[config.mk]
export PLATFORM = sky130hd
export DESIGN_NAME = debug_unit_top
export DESIGN_NICKNAME = d
export VERILOG_FILES = /design/src/debug_pkg.sv /design/src/debug_unit_top.sv /design/src/uart_tx.sv /design/src/word_serializer.sv /design/src/dump_sequencer.sv /design/src/uart_rx.sv
export SDC_FILE = /design/constraint.sdc
export NUM_CORES = 1
export LEC_CHECK = 0
export ABC_AREA = 1
export BUFFER_PORTS_ARGS = -buffer_cell sky130_fd_sc_hd__buf_4
export CAP_MARGIN = 20
export CORE_MARGIN = 2
export CORE_UTILIZATION = 41
export CTS_BUF_LIST = sky130_fd_sc_hd__clkbuf_16
export CTS_CLUSTER_SIZE = 8
export DETAILED_ROUTE_END_ITERATION = 7
export MAX_ROUTING_LAYER = met4
export PLACE_DENSITY_LB_ADDON = 0.12
export REMOVE_ABC_BUFFERS = 1
export SLEW_MARGIN = 10
export SYNTH_ARGS = -nofsm -noshare
export SYNTH_HDL_FRONTEND = slang
export SYNTH_SLANG_ARGS = --single-unit
[constraint.sdc]
create_clock -name clk -period 3.9 [get_ports clk]
set_input_delay 0.39 -clock clk [delete_from_list [all_inputs] [get_ports clk]]
set_output_delay 0.39 -clock clk [all_outputs]
set_load 0.01 [all_outputs]
[src/debug_pkg.sv]
`default_nettype none

package debug_pkg;

    ////////////////////////////////////////
    // Serial link
    ////////////////////////////////////////

    localparam int CLKS_PER_BIT = 8;
    localparam int BIT_CNT_W = $clog2(CLKS_PER_BIT);
    localparam logic [BIT_CNT_W-1:0] BIT_LAST = BIT_CNT_W'(CLKS_PER_BIT - 1);
    // Middle of the start bit
    localparam logic [BIT_CNT_W-1:0] HALF_LAST = BIT_CNT_W'(CLKS_PER_BIT / 2 - 1);

    // Start, 8 data, stop
    localparam int FRAME_BITS = 10;
    localparam logic [3:0] FRAME_LAST = 4'(FRAME_BITS - 1);

    localparam logic [7:0] DUMP_CMD = 8'h44;

    ////////////////////////////////////////
    // Dump layout
    ////////////////////////////////////////

    localparam int REG_COUNT = 32;
    localparam int MEM_WORDS = 20;
    localparam int LATCH_STAGES = 5;
    localparam logic [31:0] REG_LAST = 32'(REG_COUNT - 1);
    localparam logic [31:0] MEM_LAST = 32'(MEM_WORDS - 1);
    localparam logic [2:0] STAGE_LAST = 3'(LATCH_STAGES - 1);

    // Fetch, decode, execute, memory, write-back
    localparam logic [3:0] LATCH_SIGNALS [LATCH_STAGES] = '{4'd2, 4'd6, 4'd6, 4'd5, 4'd2};

    typedef struct packed {
        logic [2:0] stage;
        logic [3:0] signal_idx;
    } latch_sel_t;

    // Written as a full word, read back byte by byte
    typedef union packed {
        logic [31:0]     word;
        logic [3:0][7:0] bytes;
    } dump_word_u;

    typedef struct packed {
        dump_word_u data;
        logic       last;
    } dump_item_t;

    typedef struct packed {
        logic [7:0] data;
        logic       valid;
    } rx_byte_t;

endpackage

`default_nettype wire
[src/debug_unit_top.sv]
`timescale 1ns/1ns
`default_nettype none

module debug_unit_top
    import debug_pkg::*;
(
    input  logic        clk,
    input  logic        rst,
    input  logic        rxd,
    input  logic [31:0] pc,
    input  logic [31:0] reg_data,
    input  logic [31:0] mem_data,
    input  logic [31:0] latch_data,
    output logic        txd,
    output logic [31:0] debug_addr,
    output latch_sel_t  latch_sel,
    output logic        debug_on,
    output logic        cpu_halt
);

    rx_byte_t   rx;
    dump_item_t item;
    logic       word_start;
    logic       word_done;
    logic [7:0] tx_byte;
    logic       byte_start;
    logic       byte_done;

    ////////////////////////////////////////
    // Receive, sequence, serialize, send
    ////////////////////////////////////////

    uart_rx u_uart_rx (
        .clk (clk),
        .rst (rst),
        .rxd (rxd),
        .rx  (rx)
    );

    dump_sequencer u_dump_sequencer (
        .clk        (clk),
        .rst        (rst),
        .rx         (rx),
        .pc         (pc),
        .reg_data   (reg_data),
        .mem_data   (mem_data),
        .latch_data (latch_data),
        .word_done  (word_done),
        .debug_addr (debug_addr),
        .latch_sel  (latch_sel),
        .debug_on   (debug_on),
        .cpu_halt   (cpu_halt),
        .item       (item),
        .word_start (word_start)
    );

    word_serializer u_word_serializer (
        .clk        (clk),
        .rst        (rst),
        .item       (item),
        .word_start (word_start),
        .byte_done  (byte_done),
        .tx_byte    (tx_byte),
        .byte_start (byte_start),
        .word_done  (word_done)
    );

    uart_tx u_uart_tx (
        .clk        (clk),
        .rst        (rst),
        .tx_byte    (tx_byte),
        .byte_start (byte_start),
        .txd        (txd),
        .byte_done  (byte_done)
    );

endmodule

`default_nettype wire

[src/uart_tx.sv]
`timescale 1ns/1ns
`default_nettype none

module uart_tx
    import debug_pkg::*;
(
    input  logic       clk,
    input  logic       rst,
    input  logic [7:0] tx_byte,
    input  logic       byte_start,
    output logic       txd,
    output logic       byte_done
);

    logic [FRAME_BITS-1:0] frame_q;
    logic [BIT_CNT_W-1:0]  bit_cnt;
    logic [3:0]            bit_idx;
    logic                  busy;
    logic                  done_q;

    always_ff @(posedge clk or posedge rst)
    begin
        if (rst)
        begin
            // All ones keeps the line idle high
            frame_q <= '1;
            bit_cnt <= '0;
            bit_idx <= '0;
            busy    <= 1'b0;
            done_q  <= 1'b0;
        end
        else
        begin
            done_q <= 1'b0;
            if (!busy)
            begin
                if (byte_start)
                begin
                    // Stop bit on top, start bit goes out first
                    frame_q <= {1'b1, tx_byte, 1'b0};
                    bit_cnt <= '0;
                    bit_idx <= '0;
                    busy    <= 1'b1;
                end
            end
            else if (bit_cnt == BIT_LAST)
            begin
                bit_cnt <= '0;
                frame_q <= {1'b1, frame_q[FRAME_BITS-1:1]};
                if (bit_idx == FRAME_LAST)
                begin
                    busy   <= 1'b0;
                    done_q <= 1'b1;
                end
                else
                    bit_idx <= bit_idx + 4'd1;
            end
            else
                bit_cnt <= bit_cnt + 1'b1;
        end
    end

    assign txd       = frame_q[0];
    assign byte_done = done_q;

endmodule

`default_nettype wire

[src/word_serializer.sv]
`timescale 1ns/1ns
`default_nettype none

module word_serializer
    import debug_pkg::*;
(
    input  logic       clk,
    input  logic       rst,
    input  dump_item_t item,
    input  logic       word_start,
    input  logic       byte_done,
    output logic [7:0] tx_byte,
    output logic       byte_start,
    output logic       word_done
);

    dump_word_u word_q;
    logic [1:0] byte_idx;
    logic       active;
    logic       start_q;
    logic       done_q;

    always_ff @(posedge clk)
    begin
        if (word_start)
            word_q <= item.data;
    end

    always_ff @(posedge clk or posedge rst)
    begin
        if (rst)
        begin
            byte_idx <= '0;
            active   <= 1'b0;
            start_q  <= 1'b0;
            done_q   <= 1'b0;
        end
        else
        begin
            start_q <= 1'b0;
            done_q  <= 1'b0;
            if (word_start)
            begin
                active   <= 1'b1;
                byte_idx <= '0;
                start_q  <= 1'b1;
            end
            else if (active && byte_done)
            begin
                if (byte_idx == 2'd3)
                begin
                    active <= 1'b0;
                    done_q <= 1'b1;
                end
                else
                begin
                    byte_idx <= byte_idx + 2'd1;
                    start_q  <= 1'b1;
                end
            end
        end
    end

    // Byte 0 is the least significant
    assign tx_byte    = word_q.bytes[byte_idx];
    assign byte_start = start_q;
    assign word_done  = done_q;

endmodule

`default_nettype wire

[src/dump_sequencer.sv]
`timescale 1ns/1ns
`default_nettype none

module dump_sequencer
    import debug_pkg::*;
(
    input  logic        clk,
    input  logic        rst,
    input  rx_byte_t    rx,
    input  logic [31:0] pc,
    input  logic [31:0] reg_data,
    input  logic [31:0] mem_data,
    input  logic [31:0] latch_data,
    input  logic        word_done,
    output logic [31:0] debug_addr,
    output latch_sel_t  latch_sel,
    output logic        debug_on,
    output logic        cpu_halt,
    output dump_item_t  item,
    output logic        word_start
);

    typedef enum logic [2:0] {
        S_IDLE,
        S_SEND_PC,
        S_SEND_REG,
        S_SEND_MEM,
        S_SEND_LATCH,
        S_WAIT_WORD
    } seq_state_t;

    seq_state_t state;
    seq_state_t ret_state;
    logic       active;
    logic       start_q;
    logic       last_signal;
    logic       last_stage;

    assign last_signal = latch_sel.signal_idx == LATCH_SIGNALS[latch_sel.stage] - 4'd1;
    assign last_stage  = latch_sel.stage == STAGE_LAST;

    ////////////////////////////////////////
    // Dump FSM
    ////////////////////////////////////////

    always_ff @(posedge clk or posedge rst)
    begin
        if (rst)
        begin
            state      <= S_IDLE;
            ret_state  <= S_IDLE;
            active     <= 1'b0;
            start_q    <= 1'b0;
            debug_addr <= '0;
            latch_sel  <= '0;
            item       <= '0;
        end
        else
        begin
            start_q <= 1'b0;
            case (state)
                S_IDLE:
                begin
                    // Other bytes are not commands
                    if (rx.valid && rx.data == DUMP_CMD)
                    begin
                        active     <= 1'b1;
                        debug_addr <= '0;
                        latch_sel  <= '0;
                        state      <= S_SEND_PC;
                    end
                end
                S_SEND_PC:
                begin
                    item.data.word <= pc;
                    item.last      <= 1'b0;
                    start_q        <= 1'b1;
                    ret_state      <= S_SEND_REG;
                    state          <= S_WAIT_WORD;
                end
                S_SEND_REG:
                begin
                    item.data.word <= reg_data;
                    start_q        <= 1'b1;
                    state          <= S_WAIT_WORD;
                    if (debug_addr == REG_LAST)
                    begin
                        debug_addr <= '0;
                        ret_state  <= S_SEND_MEM;
                    end
                    else
                    begin
                        debug_addr <= debug_addr + 32'd1;
                        ret_state  <= S_SEND_REG;
                    end
                end
                S_SEND_MEM:
                begin
                    item.data.word <= mem_data;
                    start_q        <= 1'b1;
                    state          <= S_WAIT_WORD;
                    if (debug_addr == MEM_LAST)
                    begin
                        debug_addr <= '0;
                        ret_state  <= S_SEND_LATCH;
                    end
                    else
                    begin
                        debug_addr <= debug_addr + 32'd1;
                        ret_state  <= S_SEND_MEM;
                    end
                end
                S_SEND_LATCH:
                begin
                    item.data.word <= latch_data;
                    start_q        <= 1'b1;
                    state          <= S_WAIT_WORD;
                    ret_state      <= S_SEND_LATCH;
                    if (last_signal)
                    begin
                        latch_sel.signal_idx <= '0;
                        if (last_stage)
                        begin
                            // Final write-back signal closes the dump
                            latch_sel.stage <= '0;
                            item.last       <= 1'b1;
                            ret_state       <= S_IDLE;
                        end
                        else
                            latch_sel.stage <= latch_sel.stage + 3'd1;
                    end
                    else
                        latch_sel.signal_idx <= latch_sel.signal_idx + 4'd1;
                end
                S_WAIT_WORD:
                begin
                    if (word_done)
                    begin
                        state <= ret_state;
                        if (item.last)
                            active <= 1'b0;
                    end
                end
                default:
                    state <= S_IDLE;
            endcase
        end
    end

    // Processor stays frozen for the whole dump
    assign debug_on   = active;
    assign cpu_halt   = active;
    assign word_start = start_q;

endmodule

`default_nettype wire

[src/uart_rx.sv]
`timescale 1ns/1ns
`default_nettype none

module uart_rx
    import debug_pkg::*;
(
    input  logic     clk,
    input  logic     rst,
    input  logic     rxd,
    output rx_byte_t rx
);

    typedef enum logic [1:0] {
        RX_IDLE,
        RX_START,
        RX_DATA,
        RX_STOP
    } rx_state_t;

    rx_state_t            state;
    logic [1:0]           sync_q;
    logic                 rxd_prev;
    logic [BIT_CNT_W-1:0] bit_cnt;
    logic [2:0]           bit_idx;
    logic [7:0]           shift_q;
    logic                 valid_q;

    // Host line is asynchronous to clk
    always_ff @(posedge clk or posedge rst)
    begin
        if (rst)
        begin
            sync_q   <= 2'b11;
            rxd_prev <= 1'b1;
        end
        else
        begin
            sync_q   <= {sync_q[0], rxd};
            rxd_prev <= sync_q[1];
        end
    end

    always_ff @(posedge clk or posedge rst)
    begin
        if (rst)
        begin
            state   <= RX_IDLE;
            bit_cnt <= '0;
            bit_idx <= '0;
            valid_q <= 1'b0;
        end
        else
        begin
            valid_q <= 1'b0;
            case (state)
                RX_IDLE:
                begin
                    bit_cnt <= '0;
                    // Falling edge opens a frame
                    if (rxd_prev && !sync_q[1])
                        state <= RX_START;
                end
                RX_START:
                begin
                    if (bit_cnt == HALF_LAST)
                    begin
                        bit_cnt <= '0;
                        bit_idx <= '0;
                        // High again at mid start bit, treat as a glitch
                        state   <= sync_q[1] ? RX_IDLE : RX_DATA;
                    end
                    else
                        bit_cnt <= bit_cnt + 1'b1;
                end
                RX_DATA:
                begin
                    if (bit_cnt == BIT_LAST)
                    begin
                        bit_cnt <= '0;
                        bit_idx <= bit_idx + 1'b1;
                        if (bit_idx == 3'd7)
                            state <= RX_STOP;
                    end
                    else
                        bit_cnt <= bit_cnt + 1'b1;
                end
                RX_STOP:
                begin
                    if (bit_cnt == BIT_LAST)
                    begin
                        // Framing error drops the byte
                        valid_q <= sync_q[1];
                        state   <= RX_IDLE;
                    end
                    else
                        bit_cnt <= bit_cnt + 1'b1;
                end
                default:
                    state <= RX_IDLE;
            endcase
        end
    end

    // Data bits arrive LSB first
    always_ff @(posedge clk)
    begin
        if (state == RX_DATA && bit_cnt == BIT_LAST)
            shift_q <= {sync_q[1], shift_q[7:1]};
    end

    assign rx.data  = shift_q;
    assign rx.valid = valid_q;

endmodule

`default_nettype wire

# == After elaboration in Yosys (flattened, before gate mapping) ==
# Memory sizes are Yosys's and may differ from the RTL's.
# Index checks and enable logic that the tools add are counted.
# word_totals
wordCells,176
ff_bits,156
output_inout_bits,42
romBits,32
mem_count,1
# memory_table
memory,depth,word_bits,rd,rd_clocked_by_memory_dff,wr,line_no,rtl
(name not given),8,4,1,0,0,dump_sequencer.sv:39,assign last_signal = latch_sel.signal_idx == LATCH_SIGNALS[latch_sel.stage] - 4'd1;
# classes
n_eq_ne,33
magnitude_cmp,2
n_reduce_logical,29
n_mux,75
addsub,9
n_bitwise,1
# op_table
cell,count
$pmux W32 S4,1
$mux W32,3
$pmux W32 S3,1
$eq A32 B5 Y1 const B,2
$mux W3,15
$add A32 B1 Y32 const B,1
$mux W10,3
$mux W4,7
$mux W1,25
$pmux W3 S4,2
$ne A2 B1 Y1 const B,10
$eq A3 B3 Y1 const B,6
$mux W2,9
$bmux W8 S2,1
$pmux W7 S2,1
$reduce_bool A2 Y1,7
$add A3 B1 Y3 const B,4
$reduce_and A2 Y1,6
$reduce_and A3 Y1,4
$eq A3 B2 Y1 const B,3
$pmux W3 S3,1
$add A4 B1 Y4 const B,2
$eq A8 B7 Y1 const B,1
$mux W8,1
24 further kinds,33

# == Depth between registers and ports, before layout ==
# depth
depth_word,8
ltp_mapped,12
ltp_nobuf,12

# == Cells and area by module ==
# From an unflattened synthesis, not the netlist that was laid out.
# hier_totals
cells_unflattened,1152
area_unflattened_um2,8813.5
# by_module_without_submodules
module,n_inst,cells_per_inst,area_per_inst_um2
dump_sequencer,1,803,5331.4
word_serializer,1,152,1575.3
uart_tx,1,109,977.2
uart_rx,1,88,929.6

# == Worst setup path before layout ==
# OpenSTA, ideal clock, no wires.
# synth_path
path_kind,reg-to-reg
startpoint,register u_dump_sequencer.latch_sel[4] (netlist name)
endpoint,register u_dump_sequencer.latch_sel[4] (netlist name)
setup_time_ns,0.117
path_slack_ns,2.258
arrival_ns,1.525
stages_incl_launch_ff,13
path_buffers,0
path_cell_list,dfrtp_1 > ha_1 > ha_1 > inv_1 > nand2_1 > nand2_1 > nand2_1 > nand2_1 > nand2_1 > nand3_1 > nand2_1 > nand2_1 > nand2_1
# synth_between
elab_chain_cells,8
# synth_rtl
element,line_no
$not A3 Y4 (implied by the code),dump_sequencer.sv:39
$mem_v2 Z8 W4,--
$mux W4 (implied by the code) (2 in series),dump_sequencer.sv:39
$sub A4 B1 Y4,dump_sequencer.sv:39
$eq A4 B4 Y1,dump_sequencer.sv:39
$ne A2 B1 Y1 (no line),--
$reduce_and A3 Y1 (no line),--
# Several ways; a longest one is shown, not always the timed one. The select of a mux whose other input is x is not followed.
# A chain may end at the register's enable or synchronous reset.

# == Worst setup path after layout ==
# layout_path
startpoint,register u_dump_sequencer.state[1]
endpoint,register u_dump_sequencer.ret_state[2]
# layout_between
elab_chain_cells,2
# layout_rtl
element,line_no,rtl
"start, declared",dump_sequencer.sv:32,seq_state_t state;
"start signal, assigned",dump_sequencer.sv:139,state <= ret_state;
$eq A3 B3 Y1 (tied with other cells),dump_sequencer.sv:61,case (state)
$pmux W3 S4 or $reduce_bool A4 Y1 (tied branches),--,
"end signal, assigned",dump_sequencer.sv:51,ret_state <= S_IDLE;
"end signal, assigned",dump_sequencer.sv:78,ret_state <= S_SEND_REG;
"end signal, assigned",dump_sequencer.sv:89,ret_state <= S_SEND_MEM;
"end, declared",dump_sequencer.sv:33,seq_state_t ret_state;
# Several ways; a longest one is shown, not always the timed one.

==> impl_metrics.tcl <==
set metrics [dict create \
    grt-ovfl-total 0 \
    syn_inst 1079 \
    cp_slowest_cell "nand3b_4" \
    dp_hpwl_mm 16.0 \
    drt_wl_total_mm 22.5 \
    min_period_over_period_pct 73.6 \
    synthMuxAreaShare_pct 0 \
    p_per_area_nw_per_um2 343 \
    p_leak_nw 4.83 \
    ys_seq_area_share_pct 48.7 \
    critical_path_class "flop to flop" \
    p_sw_w 0.000880 \
    antenna_found_initial 0 \
    synth_seq_cells 155 \
    chipHeight_um 147 \
    htreeDepth 4 \
    cp_max_fo 38 \
    clock_sinks 155 \
    worstMarginPinSlew_ps 924 \
    finClkSkew_ps 15.9 \
    die_w_um 147 \
    cts.reportedPaths.clkPinSlew_ps 70 \
    rsz0062_at_grt "false" \
    crit_required_ps 4200 \
    tns_ps 0 \
    crit_chain "nor2_2, inv_2, nor2_8, inv_2, nand3b_4, inv_2, nand2_1, nand4_1" \
    regArea_um2 4090 \
    post-cts-setup-buffers 0 \
    synth_area_um2 8400 \
    cts_tree "built" \
    fin_total_pwr_w 0.00360 \
    drive_gt1_share_pct 18.9 \
    synth_compound_area_share_pct 7.86 \
    slew_headroom_pct 38.4 \
    gp_congestion 0.869 \
    synth_top_area_share_pct 30.7 \
    synth.avg_cell_area_um2 7.79 \
    worstSkewPairLatency_ps 440 \
    initial_core_util_pct 41.7 \
    drt_iter0_drc 380 \
    n_antenna_cell 0 \
    cp_top_family "simple AND/OR/NAND/NOR gates" \
    status "completed" \
    synthSimpleGateAreaFrac_pct 33.1 \
    ir_drop_uv 234 \
    wl_per_cell_um 14.8 \
    root_buffer "clkbuf_16" \
    synth.largest_area_cell "dfrtp_1" \
    cpMostUsedCell "inv_2" \
    io_buffers 172 \
    seqPwrFrac_pct 47.2 \
    pwr-share-comb_pct 7.9 \
    crit_buf_inv 3 \
    multi_input_area_um2 3810 \
    synth_most_common_cell "nand2_1" \
    timing.final.crit_period_ps 2870 \
    async_reset_ff_share_pct 74.2 \
    fillers 2005 \
    setup_viol 0 \
    yosysWarnings 0 \
    clockPowerShare_pct 44.9 \
    p_sw_share_pct 24.5 \
    ys_types 32 \
    io-pin-count 173 \
    drv_cap 0 \
    vias 7648 \
    drc 0 \
    synth_top_family_by_area "simple AND/OR/NAND/NOR gates" \
    worstSetupStartpointType "flop" \
    numCtsBuffers 17 \
    drtPass1Iterations 5 \
    hold_viol_final 0 \
    fmax_ghz 0.349 \
    final_antenna_net_count 0 \
    synth_edf_count 40 \
    synth.top_cells.by_area "dfrtp_1, nand2_1, edfxtp_1" \
    worst_setup_path_end_kind "flop" \
    nets 1388 \
    grt_pass1_vias 7389 \
    synthTopCellsByCount "nand2_1, nor2_1, nand3_1" \
    core_area_um2 20200 \
    hold_class "primary input to flop" \
    row_count 52 \
    grt_max_degree 75 \
    grt_util_all_layers_pct 22.0 \
    area_growth_pct 24.8 \
    die-area_um2 21700 \
    max_stage_delay_ps 490 \
    synth_flop_cell "dfrtp_1" \
    cp.arrival_ps 3170 \
    p_int_w 0.00272 \
    synth_xor_area_share_pct 0.938 \
    clk_path_buf_depth 2 \
    synth_fa_ha_area_share_pct 3.28 \
    vias_per_cell 5.04 \
    grt_pass1_wl_mm 36.8 \
    slew_viol_final 0 \
]
## final cells by class
class                           instances  share of cell area [%]
Sequential cell                       155                    39.0
Multi-Input combinational cell        807                    36.4
Timing Repair Buffer                  180                    13.3
Clock buffer                           17                    4.06
Tap cell                              270                    3.22
Inverter                               74                    2.67
Clock inverter                         15                    1.31
## placed cells by master (no fill, tap or decap), drive strengths merged, types with 2 or more instances in the layout
cell,n
nor2,123
xnor2,2
inv,84
o22ai,9
a22o,3
dfstp,12
ha,22
nand4,36
xor2,7
nand2,385
clkbuf,17
o31ai,2
edfxtp,40
or2,2
a21oi,6
buf,179
nor3,2
clkinv,3
dfrtp,103
o211ai,29
o21ai,63
nand3b,4
nand3,112
## power by group through the flow
stage / sequential [W] / combinational (W) / clock (W)
after floorplan: 0.00173 / 0.000137 / 0
after global placement: 0.00173 / 0.000279 / 0
after detailed placement: 0.00173 / 0.000283 / 0
after CTS: 0.00170 / 0.000284 / 0.00165
after global routing: 0.00170 / 0.000325 / 0.00171
final: 0.00170 / 0.000284 / 0.00161
## per-stage QoR
| stage | utilization, % | instance area [um2] | worst slack, ps | std cells | hold slack [ps] |
|---|---|---|---|---|---|
| finish | 52.0 | 10500 | 1030 | 1518 | 70.9 |
| detailed placement | 49.0 | 9890 | 959 | 1484 | 350 |
| floorplan | - | 8170 | 315 | 1036 | 345 |
| global placement | 49.0 | 9890 | 976 | 1484 | 349 |
| global route | 52.0 | 10500 | 687 | 1518 | 47.5 |
| CTS | 51.8 | 10500 | 958 | 1516 | 51.6 |
## worst reg2reg max path, cell delays in order, from the launching register on
cell and delay, ps:
dfrtp_1 420, nor2_2 180, inv_2 90, nor2_8 460
inv_2 480, nand3b_4 490, inv_2 370, nand2_1 160
nand4_1 100
## sequential cells by signal, indices dropped and copies added (netlist names), 4 cells and up, named ones only
signal,flops
u_uart_rx.shift_q,8
u_dump_sequencer.item,33
u_uart_tx.frame_q,9
u_word_serializer.word_q,32
u_dump_sequencer.latch_sel,7
u_uart_tx.bit_idx,4
u_dump_sequencer.debug_addr,32
## layer usage
metal	up-vias	global-route usage (%)	share of wire, %	wire length [um]
met2	200	34.2	47	10500
met5	-	-	0	0
met1	3563	29.7	47	10600
met3	12	4.25	5.4	1210
met4	0	5.72	0.83	187
li1	3873	-	-	-
## final timing paths
kind / start / endpoint / slack (ps) / cells past startpoint
max: u_dump_sequencer.state[1] / u_dump_sequencer.ret_state[2] / 1030 / 8
min: rxd / u_uart_rx.sync_q[0] / 70 / 1
max reg2reg: u_dump_sequencer.state[1] / u_dump_sequencer.ret_state[2] / 1030 / 8
min reg2reg: u_uart_rx.sync_q[0] / u_uart_rx.sync_q[1] / 360 / 0
max in group asynchronous: rst / u_dump_sequencer.item[24] / 2850 / 4
min in group asynchronous: rst / u_uart_tx.bit_idx[1] / 450 / 3
## cells by family (layout without fill, tap and decap cells)
logic type	count (synthesis)	in the layout
AND/OR/NAND/NOR	664	664
flip-flops	155	155
buffers and inverters	117	286
AO/OA/AOI/OAI	112	112
adder cells (fa/ha/maj)	22	22
XOR/XNOR	9	9
## what timing repair did
item	in CTS	in global routing
hold buffers	0	1
hold endpoints to repair	0	6
resized for setup	0	0
Note: power is estimated with default switching activity, not from simulation.
